`src/hw/rv_isa_pkg.sv`:
```
`default_nettype none

package rv_isa_pkg;

  localparam int xlen = 32;

  typedef logic [xlen-1:0] word_t;
  typedef logic [4:0] reg_idx_t;

  // major opcodes, full 7-bit field
  localparam logic [6:0] opc_lui    = 7'b0110111;
  localparam logic [6:0] opc_auipc  = 7'b0010111;
  localparam logic [6:0] opc_jal    = 7'b1101111;
  localparam logic [6:0] opc_jalr   = 7'b1100111;
  localparam logic [6:0] opc_branch = 7'b1100011;
  localparam logic [6:0] opc_load   = 7'b0000011;
  localparam logic [6:0] opc_store  = 7'b0100011;
  localparam logic [6:0] opc_op_imm = 7'b0010011;
  localparam logic [6:0] opc_op     = 7'b0110011;
  localparam logic [6:0] opc_system = 7'b1110011;

  localparam logic [6:0] funct7_base   = 7'b0000000;
  localparam logic [6:0] funct7_alt    = 7'b0100000;
  localparam logic [6:0] funct7_muldiv = 7'b0000001;

  // alu funct3
  localparam logic [2:0] f3_add  = 3'b000;
  localparam logic [2:0] f3_sll  = 3'b001;
  localparam logic [2:0] f3_slt  = 3'b010;
  localparam logic [2:0] f3_sltu = 3'b011;
  localparam logic [2:0] f3_xor  = 3'b100;
  localparam logic [2:0] f3_sr   = 3'b101;
  localparam logic [2:0] f3_or   = 3'b110;
  localparam logic [2:0] f3_and  = 3'b111;

  // load/store width funct3
  localparam logic [2:0] f3_byte   = 3'b000;
  localparam logic [2:0] f3_half   = 3'b001;
  localparam logic [2:0] f3_word   = 3'b010;
  localparam logic [2:0] f3_byte_u = 3'b100;
  localparam logic [2:0] f3_half_u = 3'b101;

  localparam word_t instr_bytes = 4;

endpackage

`default_nettype wire

```
`src/hw/decode_pkg.sv`:
```
`default_nettype none

package decode_pkg;

  typedef enum logic [3:0] {
    cls_lui, cls_auipc, cls_jal, cls_jalr, cls_branch, cls_load,
    cls_store, cls_op_imm, cls_op, cls_system, cls_illegal
  } instr_class_t;

  typedef enum logic [4:0] {
    alu_none,
    alu_add, alu_sub, alu_xor, alu_or, alu_and,
    alu_sll, alu_slt, alu_sltu, alu_srl, alu_sra,
    // M extension
    alu_mul, alu_mulh, alu_mulhsu, alu_mulhu,
    alu_div, alu_divu, alu_rem, alu_remu
  } alu_op_t;

  typedef enum logic [3:0] {
    mem_none,
    mem_lb, mem_lh, mem_lw, mem_lbu, mem_lhu,
    mem_sb, mem_sh, mem_sw
  } mem_op_t;

  typedef enum logic [1:0] {
    sys_none, sys_ecall, sys_ebreak
  } sys_op_t;

  // encodings follow the branch funct3 field
  typedef enum logic [2:0] {
    br_eq  = 3'b000,
    br_ne  = 3'b001,
    br_lt  = 3'b100,
    br_ge  = 3'b101,
    br_ltu = 3'b110,
    br_geu = 3'b111
  } branch_cond_t;

endpackage

`default_nettype wire

```
`src/hw/instr_classifier.sv`:
```
`timescale 1ns/1ps
`default_nettype none

module instr_classifier (
  input  rv_isa_pkg::word_t        instr,
  output decode_pkg::instr_class_t instr_class,
  output decode_pkg::alu_op_t      alu_op,
  output decode_pkg::mem_op_t      mem_op,
  output decode_pkg::sys_op_t      sys_op,
  output decode_pkg::branch_cond_t branch_cond
);
  import rv_isa_pkg::*;
  import decode_pkg::*;

  logic [6:0] opcode;
  logic [2:0] funct3;
  logic [6:0] funct7;
  logic       sys_fields_zero;

  assign opcode = instr[6:0];
  assign funct3 = instr[14:12];
  assign funct7 = instr[31:25];

  // ecall/ebreak need funct3, rs1 and rd all zero
  assign sys_fields_zero = funct3 == 3'b000 && instr[19:15] == 5'd0 && instr[11:7] == 5'd0;

  function automatic alu_op_t base_alu_op(input logic [2:0] f3);
    case (f3)
      f3_add:  return alu_add;
      f3_sll:  return alu_sll;
      f3_slt:  return alu_slt;
      f3_sltu: return alu_sltu;
      f3_xor:  return alu_xor;
      f3_sr:   return alu_srl;
      f3_or:   return alu_or;
      default: return alu_and;
    endcase
  endfunction

  function automatic alu_op_t muldiv_op(input logic [2:0] f3);
    case (f3)
      3'b000:  return alu_mul;
      3'b001:  return alu_mulh;
      3'b010:  return alu_mulhsu;
      3'b011:  return alu_mulhu;
      3'b100:  return alu_div;
      3'b101:  return alu_divu;
      3'b110:  return alu_rem;
      default: return alu_remu;
    endcase
  endfunction

  always_comb begin
    instr_class = cls_illegal;
    alu_op      = alu_none;
    mem_op      = mem_none;
    sys_op      = sys_none;
    branch_cond = br_eq;
    case (opcode)
      opc_lui:   instr_class = cls_lui;
      opc_auipc: instr_class = cls_auipc;
      opc_jal:   instr_class = cls_jal;
      opc_jalr: begin
        if (funct3 == 3'b000)
          instr_class = cls_jalr;
      end
      opc_branch: begin
        // funct3 010 and 011 are reserved
        if (funct3[2:1] != 2'b01) begin
          instr_class = cls_branch;
          branch_cond = branch_cond_t'(funct3);
        end
      end
      opc_load: begin
        instr_class = cls_load;
        case (funct3)
          f3_byte:   mem_op = mem_lb;
          f3_half:   mem_op = mem_lh;
          f3_word:   mem_op = mem_lw;
          f3_byte_u: mem_op = mem_lbu;
          f3_half_u: mem_op = mem_lhu;
          default:   instr_class = cls_illegal;
        endcase
      end
      opc_store: begin
        instr_class = cls_store;
        case (funct3)
          f3_byte: mem_op = mem_sb;
          f3_half: mem_op = mem_sh;
          f3_word: mem_op = mem_sw;
          default: instr_class = cls_illegal;
        endcase
      end
      opc_op_imm: begin
        instr_class = cls_op_imm;
        // only shifts carry a funct7 in the immediate form
        if (funct3 == f3_sll) begin
          if (funct7 == funct7_base)
            alu_op = alu_sll;
          else
            instr_class = cls_illegal;
        end else if (funct3 == f3_sr) begin
          if (funct7 == funct7_base)
            alu_op = alu_srl;
          else if (funct7 == funct7_alt)
            alu_op = alu_sra;
          else
            instr_class = cls_illegal;
        end else begin
          alu_op = base_alu_op(funct3);
        end
      end
      opc_op: begin
        instr_class = cls_op;
        case (funct7)
          funct7_base:   alu_op = base_alu_op(funct3);
          funct7_muldiv: alu_op = muldiv_op(funct3);
          funct7_alt: begin
            if (funct3 == f3_add)
              alu_op = alu_sub;
            else if (funct3 == f3_sr)
              alu_op = alu_sra;
            else
              instr_class = cls_illegal;
          end
          default: instr_class = cls_illegal;
        endcase
      end
      opc_system: begin
        if (sys_fields_zero && instr[31:21] == 11'd0) begin
          instr_class = cls_system;
          sys_op      = instr[20] ? sys_ebreak : sys_ecall;
        end
      end
      default: instr_class = cls_illegal;
    endcase
  end

endmodule

`default_nettype wire

```
`src/hw/imm_gen.sv`:
```
`timescale 1ns/1ps
`default_nettype none

module imm_gen (
  input  rv_isa_pkg::word_t        instr,
  input  decode_pkg::instr_class_t instr_class,
  output rv_isa_pkg::word_t        imm
);
  import rv_isa_pkg::*;
  import decode_pkg::*;

  word_t imm_i;
  word_t imm_s;
  word_t imm_b;
  word_t imm_u;
  word_t imm_j;

  assign imm_i = {{(xlen-12){instr[31]}}, instr[31:20]};
  assign imm_s = {{(xlen-12){instr[31]}}, instr[31:25], instr[11:7]};

  // b and j are scrambled, bit 0 always zero
  assign imm_b = {{(xlen-13){instr[31]}}, instr[31], instr[7], instr[30:25],
                  instr[11:8], 1'b0};
  assign imm_j = {{(xlen-21){instr[31]}}, instr[31], instr[19:12], instr[20],
                  instr[30:21], 1'b0};

  assign imm_u = {instr[31:12], 12'b0};

  always_comb begin
    case (instr_class)
      cls_load, cls_jalr, cls_op_imm: imm = imm_i;
      cls_store:                      imm = imm_s;
      cls_branch:                     imm = imm_b;
      cls_lui, cls_auipc:             imm = imm_u;
      cls_jal:                        imm = imm_j;
      default:                        imm = '0;
    endcase
  end

endmodule

`default_nettype wire

```
`src/hw/branch_unit.sv`:
```
`timescale 1ns/1ps
`default_nettype none

module branch_unit (
  input  logic                     clk,
  input  logic                     reset,
  input  decode_pkg::instr_class_t instr_class,
  input  decode_pkg::branch_cond_t branch_cond,
  input  rv_isa_pkg::word_t        imm,
  input  rv_isa_pkg::word_t        fetch_pc,
  input  rv_isa_pkg::word_t        reg_rs1_data,
  input  rv_isa_pkg::word_t        reg_rs2_data,
  output rv_isa_pkg::word_t        next_pc
);
  import rv_isa_pkg::*;
  import decode_pkg::*;

  logic  eq;
  logic  lt_s;
  logic  lt_u;
  logic  taken;
  word_t seq_pc;
  word_t rel_target;
  word_t ind_sum;
  word_t pc_d;

  assign eq   = reg_rs1_data == reg_rs2_data;
  assign lt_s = $signed(reg_rs1_data) < $signed(reg_rs2_data);
  assign lt_u = reg_rs1_data < reg_rs2_data;

  always_comb begin
    case (branch_cond)
      br_eq:   taken = eq;
      br_ne:   taken = !eq;
      br_lt:   taken = lt_s;
      br_ge:   taken = !lt_s;
      br_ltu:  taken = lt_u;
      br_geu:  taken = !lt_u;
      default: taken = 1'b0;
    endcase
  end

  assign seq_pc     = fetch_pc + instr_bytes;
  assign rel_target = fetch_pc + imm;
  assign ind_sum    = reg_rs1_data + imm;

  always_comb begin
    case (instr_class)
      cls_jal:    pc_d = rel_target;
      // jalr drops bit 0 of the sum
      cls_jalr:   pc_d = {ind_sum[xlen-1:1], 1'b0};
      cls_branch: pc_d = taken ? rel_target : seq_pc;
      default:    pc_d = seq_pc;
    endcase
  end

  always_ff @(posedge clk) begin
    if (reset)
      next_pc <= '0;
    else
      next_pc <= pc_d;
  end

endmodule

`default_nettype wire

```
`src/hw/operand_stage.sv`:
```
`timescale 1ns/1ps
`default_nettype none

module operand_stage (
  input  logic                     clk,
  input  logic                     reset,
  input  rv_isa_pkg::word_t        instr,
  input  decode_pkg::instr_class_t instr_class,
  input  decode_pkg::alu_op_t      alu_op,
  input  decode_pkg::mem_op_t      mem_op,
  input  decode_pkg::sys_op_t      sys_op,
  input  rv_isa_pkg::word_t        imm,
  input  rv_isa_pkg::word_t        fetch_pc,
  input  rv_isa_pkg::word_t        reg_rs1_data,
  input  rv_isa_pkg::word_t        reg_rs2_data,
  output rv_isa_pkg::reg_idx_t     rs1,
  output rv_isa_pkg::reg_idx_t     rs2,
  output rv_isa_pkg::reg_idx_t     rd,
  output rv_isa_pkg::word_t        operand_a,
  output rv_isa_pkg::word_t        operand_b,
  output rv_isa_pkg::word_t        mem_addr,
  output decode_pkg::alu_op_t      alu_out_op,
  output decode_pkg::mem_op_t      mem_out_op,
  output decode_pkg::sys_op_t      sys_out_op,
  output logic                     instr_valid
);
  import rv_isa_pkg::*;
  import decode_pkg::*;

  word_t    op_a_d;
  word_t    op_b_d;
  word_t    shamt;
  reg_idx_t rd_d;
  alu_op_t  alu_d;

  // register file is read combinationally in this cycle
  assign rs1 = instr[19:15];
  assign rs2 = instr[24:20];

  assign shamt = {{(xlen-5){1'b0}}, instr[24:20]};

  always_comb begin
    op_a_d = reg_rs1_data;
    op_b_d = reg_rs2_data;
    alu_d  = alu_op;
    rd_d   = instr[11:7];
    case (instr_class)
      cls_op_imm: begin
        op_b_d = (alu_op inside {alu_sll, alu_srl, alu_sra}) ? shamt : imm;
      end
      cls_lui: begin
        op_a_d = imm;
        op_b_d = '0;
        alu_d  = alu_add;
      end
      cls_auipc: begin
        op_a_d = fetch_pc;
        op_b_d = imm;
        alu_d  = alu_add;
      end
      // link value is pc + 4
      cls_jal, cls_jalr: begin
        op_a_d = fetch_pc;
        op_b_d = instr_bytes;
        alu_d  = alu_add;
      end
      cls_branch: begin
        op_a_d = '0;
        op_b_d = '0;
        rd_d   = '0;
      end
      cls_load: alu_d = alu_add;
      cls_store: begin
        alu_d = alu_add;
        rd_d  = '0;
      end
      cls_illegal: rd_d = '0;
      default: ;
    endcase
  end

  always_ff @(posedge clk) begin
    if (reset) begin
      operand_a   <= '0;
      operand_b   <= '0;
      mem_addr    <= '0;
      rd          <= '0;
      alu_out_op  <= alu_none;
      mem_out_op  <= mem_none;
      sys_out_op  <= sys_none;
      instr_valid <= 1'b0;
    end else begin
      operand_a   <= op_a_d;
      operand_b   <= op_b_d;
      mem_addr    <= reg_rs1_data + imm;
      rd          <= rd_d;
      alu_out_op  <= alu_d;
      mem_out_op  <= mem_op;
      sys_out_op  <= sys_op;
      instr_valid <= instr_class != cls_illegal;
    end
  end

endmodule

`default_nettype wire

```
`src/hw/decode_stage.sv`:
```
`timescale 1ns/1ps
`default_nettype none

module decode_stage (
  input  logic                 clk,
  input  logic                 reset,
  input  rv_isa_pkg::word_t    instr,
  input  rv_isa_pkg::word_t    fetch_pc,
  input  rv_isa_pkg::word_t    reg_rs1_data,
  input  rv_isa_pkg::word_t    reg_rs2_data,
  output rv_isa_pkg::reg_idx_t rs1,
  output rv_isa_pkg::reg_idx_t rs2,
  output rv_isa_pkg::reg_idx_t rd,
  output rv_isa_pkg::word_t    next_pc,
  output rv_isa_pkg::word_t    operand_a,
  output rv_isa_pkg::word_t    operand_b,
  output rv_isa_pkg::word_t    mem_addr,
  output decode_pkg::alu_op_t  alu_op,
  output decode_pkg::mem_op_t  mem_op,
  output decode_pkg::sys_op_t  sys_op,
  output logic                 instr_valid
);
  import rv_isa_pkg::*;
  import decode_pkg::*;

  instr_class_t instr_class;
  alu_op_t      dec_alu_op;
  mem_op_t      dec_mem_op;
  sys_op_t      dec_sys_op;
  branch_cond_t branch_cond;
  word_t        imm;

  // combinational front
  instr_classifier u_classifier (
    .instr       (instr),
    .instr_class (instr_class),
    .alu_op      (dec_alu_op),
    .mem_op      (dec_mem_op),
    .sys_op      (dec_sys_op),
    .branch_cond (branch_cond)
  );

  imm_gen u_imm_gen (
    .instr       (instr),
    .instr_class (instr_class),
    .imm         (imm)
  );

  // registered back end
  branch_unit u_branch_unit (
    .clk          (clk),
    .reset        (reset),
    .instr_class  (instr_class),
    .branch_cond  (branch_cond),
    .imm          (imm),
    .fetch_pc     (fetch_pc),
    .reg_rs1_data (reg_rs1_data),
    .reg_rs2_data (reg_rs2_data),
    .next_pc      (next_pc)
  );

  operand_stage u_operand_stage (
    .clk          (clk),
    .reset        (reset),
    .instr        (instr),
    .instr_class  (instr_class),
    .alu_op       (dec_alu_op),
    .mem_op       (dec_mem_op),
    .sys_op       (dec_sys_op),
    .imm          (imm),
    .fetch_pc     (fetch_pc),
    .reg_rs1_data (reg_rs1_data),
    .reg_rs2_data (reg_rs2_data),
    .rs1          (rs1),
    .rs2          (rs2),
    .rd           (rd),
    .operand_a    (operand_a),
    .operand_b    (operand_b),
    .mem_addr     (mem_addr),
    .alu_out_op   (alu_op),
    .mem_out_op   (mem_op),
    .sys_out_op   (sys_op),
    .instr_valid  (instr_valid)
  );

endmodule

`default_nettype wire

```
`config.mk`:
```
export PLATFORM = sky130hd
export DESIGN_NAME = decode_stage
export DESIGN_NICKNAME = d
export VERILOG_FILES = /design/src/hw/rv_isa_pkg.sv /design/src/hw/decode_pkg.sv /design/src/hw/instr_classifier.sv /design/src/hw/imm_gen.sv /design/src/hw/branch_unit.sv /design/src/hw/operand_stage.sv /design/src/hw/decode_stage.sv
export SDC_FILE = /design/constraint.sdc
export NUM_CORES = 1
export LEC_CHECK = 0
export BUFFER_PORTS_ARGS = -buffer_cell sky130_fd_sc_hd__buf_4
export CELL_PAD_IN_SITES_DETAIL_PLACEMENT = 0
export CELL_PAD_IN_SITES_GLOBAL_PLACEMENT = 2
export CORE_MARGIN = 2
export CORE_UTILIZATION = 25
export DETAILED_ROUTE_END_ITERATION = 10
export GPL_TIMING_DRIVEN = 0
export PLACE_DENSITY = 0.69
export SYNTH_ARGS = -nofsm -noshare
export SYNTH_HDL_FRONTEND = slang
export SYNTH_HIERARCHICAL = 1
export SYNTH_SLANG_ARGS = --single-unit
```
`constraint.sdc`:
```
create_clock -name clk -period 5.99 [get_ports clk]
set_input_delay 1.198 -clock clk [delete_from_list [all_inputs] [get_ports clk]]
set_output_delay 1.198 -clock clk [all_outputs]
set_load 0.05 [all_outputs]
```
## Word-level counts from Yosys, hierarchy flattened

Index checks and enable logic that the tools add are counted.

| storage, ports and cells | value |
|---|---|
| flip-flop bits (word level) | 145 |
| word-level logic and storage cells | 120 |

| cells by class | value |
|---|---|
| add/subtract/negate cells | 3 |
| order comparisons | 2 |
| equal/unequal tests | 37 |
| muxes and demuxes | 40 |
| bitwise gates (word level) | 2 |
| reduce and logical (&&, ||, !) cells | 26 |

Operator list:

| operator | count |
|---|---|
| $pmux W32 S3 | 2 |
| $pmux W32 S5 | 1 |
| $pmux W32 S4 | 1 |
| $add A32 B32 Y32 | 2 |
| $lt A32 B32 Y1 | 2 |
| $mux W32 | 2 |
| $mux W4 | 12 |
| $pmux W4 S10 | 1 |
| $pmux W5 S7 | 1 |
| $add A32 B3 Y32 const B | 1 |
| $eq A32 B32 Y1 | 1 |
| $eq A7 B6 Y1 const B | 4 |
| $eq A7 B7 Y1 const B | 4 |
| $pmux W4 S7 | 1 |
| $eq A3 B3 Y1 const B | 7 |
| $mux W5 | 4 |
| $pmux W4 S5 | 1 |
| $eq A4 B3 Y1 const B | 4 |
| $pmux W4 S2 | 2 |
| $pmux W3 S5 | 1 |
| $pmux W5 S3 | 1 |
| $eq A7 B5 Y1 const B | 2 |
| $pmux W4 S3 | 1 |
| $reduce_or A3 Y1 | 4 |
| other kinds (30) | 48 |

## Logic depth before layout (Yosys ltp)

| depth | value |
|---|---|
| depth in word-level cells | 12 |
| depth in mapped cells | 25 |

## By module

Netlist, hierarchy kept.

Modules (own cells, without submodules):

| module | times used | cells an instance | area each (um^2) | sequential area each (um^2) |
|---|---|---|---|---|
| branch_unit | 1 | 799 | 5945.7 | 640.6 |
| operand_stage | 1 | 614 | 5480.3 | 2262.2 |
| instr_classifier | 1 | 156 | 992.2 | 0.0 |
| imm_gen | 1 | 61 | 424.2 | 0.0 |

## Worst setup path after synthesis

OpenSTA, ideal clock, no wires.

| path | value |
|---|---|
| path type | input-to-reg |
| from | input instr[26] |
| to | register u_branch_unit.next_pc[30] |
| library setup time | 0.134 ns |
| arrival | 5.796 ns |
| data required time | 5.856 ns |
| slack | 0.061 ns |
| stages | 20 |
| path buffers | 2 |
| cells stage by stage | or4_4 > buf_6 > o41a_1 > a21oi_1 > or3_1 > buf_2 > mux2_2 > a22oi_1 > nor2_1 > fa_1 > a21o_1 > a221oi_1 > a221oi_2 > o211a_1 > nor2_2 > o311ai_4 > a221o_1 > a21oi_1 > or4_1 > o211ai_1 |

| on the way | value |
|---|---|
| cells in the longest elaborated chain, start to end | 12 |
| elaborated cells on any way between the ends | 29 |
| those cells by class | add/sub: 2; eq/ne: 9; mux: 11; reduce/logical: 7 |

RTL lines:

| element | line | source |
|---|---|---|
| start, declared | decode_stage.sv:7 | `input rv_isa_pkg::word_t instr,` |
| $eq A7 B6 Y1 | instr_classifier.sv:105, instr_classifier.sv:115 |  |
| $mux W4 | instr_classifier.sv:105 | `else if (funct7 == funct7_alt)` |
| $mux W4 | instr_classifier.sv:103 | `if (funct7 == funct7_base)` |
| $mux W4 | instr_classifier.sv:102 | `end else if (funct3 == f3_sr) begin` |
| $mux W4 | instr_classifier.sv:97 | `if (funct3 == f3_sll) begin` |
| $pmux W4 S10 (*) | instr_classifier.sv:59 | `case (opcode)` |
| named net instr_class[0] | decode_stage.sv:26 | `instr_class_t instr_class;` |
| $eq A4 B3 Y1 (tied with other cells) | imm_gen.sv:30 | `case (instr_class)` |
| $reduce_or A3 Y1 or $reduce_or A2 Y1 (tied branches) | imm_gen.sv:30 |  |
| $pmux W32 S5 (*) | imm_gen.sv:30 |  |
| named net imm[1] | decode_stage.sv:31 | `word_t imm;` |
| $add A32 B32 Y32 | branch_unit.sv:44 | `assign rel_target = fetch_pc + imm;` |
| $mux W32 | branch_unit.sv:52 | `cls_branch: pc_d = taken ? rel_target : seq_pc;` |
| $pmux W32 S3 (*) | branch_unit.sv:48 | `case (instr_class)` |
| end signal, assigned | branch_unit.sv:61 | `next_pc <= pc_d;` |
| end, declared | branch_unit.sv:13 | `output rv_isa_pkg::word_t next_pc` |

Mark *: on every way through the listed nets, which the timed path passes. The rest lies on a longest branch.
A chain may end at the register's enable or synchronous reset.

## Worst setup path after layout

Same ends and word-level chain as after synthesis.

==> results by group <==
Detailed routing
  – DRC marker count from the first detailed-route iteration: 1549
  – Remaining DRCs: 0
  – Via/cell ratio: around 5.3
  – Vias: 14099
  – Number of iterations in the first detailed-routing pass: 6
  – Total Wirelength: 62.71 mm
  – Routed length per instance: 23.78 um
  – Antenna Nets Post-Route: 0

Hold path
  – Hold endpoint: u_operand_stage/rd[4]
  – WHS Path Cells: 2
  – Hold wc startpoint: instr[11]
  – Hold Path Class: input pin to flip-flop

CTS
  – Num CTS Buffers: 17
  – Reg clk slew, reported paths: 0.06 ns
  – Root Buffer: clkbuf_16
  – Hold_buf cts: 0
  – TritonCTS clock tree: yes
  – CTS sink count: 145
  – Clock buffer depth: 2
  – CTS H-tree lvls: 4

Timing
  – Final hold vios: 0
  – Relative slew slack: 14.23%
  – Period minus WS final: 5.857 ns
  – Worst Tran Pin Value: 1.283 ns
  – Final WS setup: 0.1331 ns
  – Slew Viols, Final: 0
  – WHS: 0.9619 ns
  – Fmax: 0.1707 GHz
  – RSZ-0062 raised after global routing: false
  – Period utilization: 97.78%
  – Final setup fails: 0

Yosys
  – Register area share after synthesis: 22.60%
  – Yosys warns: 6
  – Async SR Flop Fraction: 0%
  – Mapped Area: 0.01284 mm^2
  – Synthesized net count: 1892
  – Number of synthesized register bits: roughly 150
  – Synth cell types: 96
  – EDFF count, synth: 0
  – Predominant post-synthesis flop cell: dfxtp_1
  – Mapped Cells: 1630
  – Largest area contributor in the netlist: dfxtp_1
  – Synthesized area per cell: 7.879 um^2
  – Top cells by area, synth: dfxtp_1 (23%), ha_1 (13%), nor2_1 (5.6%)
  – Share of the synthesized area in the top cell type: a little under a quarter

Floorplan
  – Die Span Y: 230.6 um
  – Rows: 83
  – Initial core utilization: 25.13%
  – Core area: 0.05109 mm^2
  – Io pins: 285
  – Die Area: between 0.05 and 0.06 mm^2
  – Die Wd: 230.6 um

Layout
  – # fillers: 5502
  – Most common cell after layout, fill and taps aside: buf_4
  – Reg area: 0.002903 mm^2
  – Core Util, Final: around a third
  – Footprint of the multi-input gates: approximately 0.0096 mm^2
  – NumNets Final: about 2200
  – Share of cells above drive strength 1: 23.43%
  – Commonest non-fill, non-tap cells in the layout: buf_4 (308), nor2_1 (186), dfxtp_1 (145)
  – Design area: 0.01693 mm^2
  – Area grow syn2layout: 31.84%

Global route
  – Largest net degree at the start of global routing: 17
  – Global-route wire length before repair: ~90 mm
  – Initial antenna violation count: 2
  – Vias in the first global route: 13512
  – Global Route Usage Sum: between 20% and 30%
  – Grt total ovfl: 0

Status
  – Status: finished clean

Placed design
  – Pre-CTS WS: -1.419 ns
  – Dpl hpwl: 51.71 mm
  – Gpl congestion: 0.9032
  – IO buf count: 283
  – Post-Place Cell Area: 0.01582 mm^2

Pwr
  – Peak VDD IR: between 150 and 200 uV
  – Leak: ~7.8 nW
  – Pwr Total: about 3.4 mW
  – Pwr Density: ~200 mW/mm^2

Job
  – Maxcap violations: 0

Critical path
  – CP Class: input pin to flip-flop
  – CP Launch Type: input pin
  – Crit path capture type: flip-flop
  – Critical-path cell list: buf_4 -> or4_4 -> buf_6 -> o41a_1 -> o21a_1 -> a21oi_4 -> buf_6 -> nor2_4 -> nor2_1 -> and2_1 -> ha_1 -> and3_1 -> nand2_1 -> a221oi_4 -> o211a_1 -> nor2_4 -> o311ai_4 -> a221o_1 -> a21oi_2 -> or4_1 -> o211ai_1
  – Worst Path Required: 6.38 ns
  – Worst path max stage delay: 0.53 ns
  – Slowest CP cell: or4_4
  – Max Fanout on Critical Path: 10
  – Crit path arrival time: 6.25 ns
[per-stage QoR]
| stage | TNS (ns) | std cells |
|---|---|---|
| after floorplan | 0 | 1630 |
| after global placement | -38.92 | 2593 |
| after detailed placement | -36.90 | 2593 |
| after CTS | 0 | 2630 |
| after global routing | 0 | 2635 |
| final | 0 | 2637 |
[cell usage after synthesis (14+ instances only)]
master / count
nor2_1: 192
dfxtp_1: 145
ha_1: 129
a21oi_1: 113
nand2_1: 85
a21o_1: 70
inv_1: 67
o21ai_0: 67
xnor2_1: 64
clkbuf_1: 54
a222oi_1: 47
nand3_1: 43
a22oi_1: 42
nor3_1: 42
nor2b_1: 37
xor2_1: 33
and2_1: 27
nand2b_1: 26
nand4_1: 25
o21a_1: 19
nor4_1: 16
and3_1: 14
buf_2: 14
[state kept, by name, indices dropped and copies added (netlist names)]
name and flops:
u_branch_unit/next_pc 32, u_operand_stage/mem_addr 32, u_operand_stage/operand_a 32, u_operand_stage/operand_b 32, u_operand_stage/alu_out_op 5, u_operand_stage/rd 5, u_operand_stage/mem_out_op 4, u_operand_stage/sys_out_op 2
u_operand_stage/instr_valid 1
[critical path: cells and delay by family]
family	cells	cell delay, ns
AOI/OAI and AO/OA	9	2.19
adders and majority gates	1	0.28
buffers and inverters	3	0.50
and+or+nand+nor	8	2.07
[cell families (layout without fill, tap and decap cells)]
kind of cell	Yosys count	in the layout	synth area share, %
compound gates	522	522	29.21
xor+xnor	97	97	6.615
fa+ha+maj	132	132	13.04
buf+inv	157	482	5.397
flops	145	145	22.60
mux	14	14	1.189
other cells	0	2	0
simple gates	563	563	21.95
[final cells by class]
cell class,count,share of cell area [%]
plain buffers,87,2.594
flip-flops and latches,145,17.14
repair buffers,297,13.17
clock inverters,10,1.072
diodes,2,0.02956
multi-input cells,1328,56.70
clock buffers,21,2.779
inverters,67,1.485
well taps,680,5.025
[metal layers]
| metal | share of wire (%) | track usage [%] |
|---|---|---|
| met5 | 0 | 0 |
| met4 | 2.4 | 6.895 |
| met3 | 5.5 | 4.088 |
| met2 | 47 | 38.18 |
| met1 | 45 | 30.29 |
[worst max-delay path by stage]
stage                     startpoint                        end  depth (start not counted)
after floorplan            instr[26]  u_branch_unit/next_pc[30]                         20
after global placement     instr[12]  u_branch_unit/next_pc[24]                         23
after detailed placement   instr[26]  u_branch_unit/next_pc[24]                         22
after CTS                  instr[13]  u_branch_unit/next_pc[30]                         23
after global routing       instr[26]  u_branch_unit/next_pc[30]                         21
final                      instr[26]  u_branch_unit/next_pc[30]                         21
[repair_timing]
| item | CTS | global route |
|---|---|---|
| setup buffers | 6 | 8 |
| gates resized for setup | 39 | 51 |
| setup endpoints to repair | 34 | 20 |
| pin swaps | 4 | 16 |
| endpoints found under the hold margin | 0 | 0 |
[power breakdown]
group          total, mW  leakage [nW]  switching (mW)  internal (mW)
clock network       1.21         0.319           0.441          0.766
logic               1.11          6.29           0.734          0.377
registers           1.05          1.20          0.0209           1.03
total               3.37          7.81            1.20           2.17
Power figures use the tool's default switching activity.
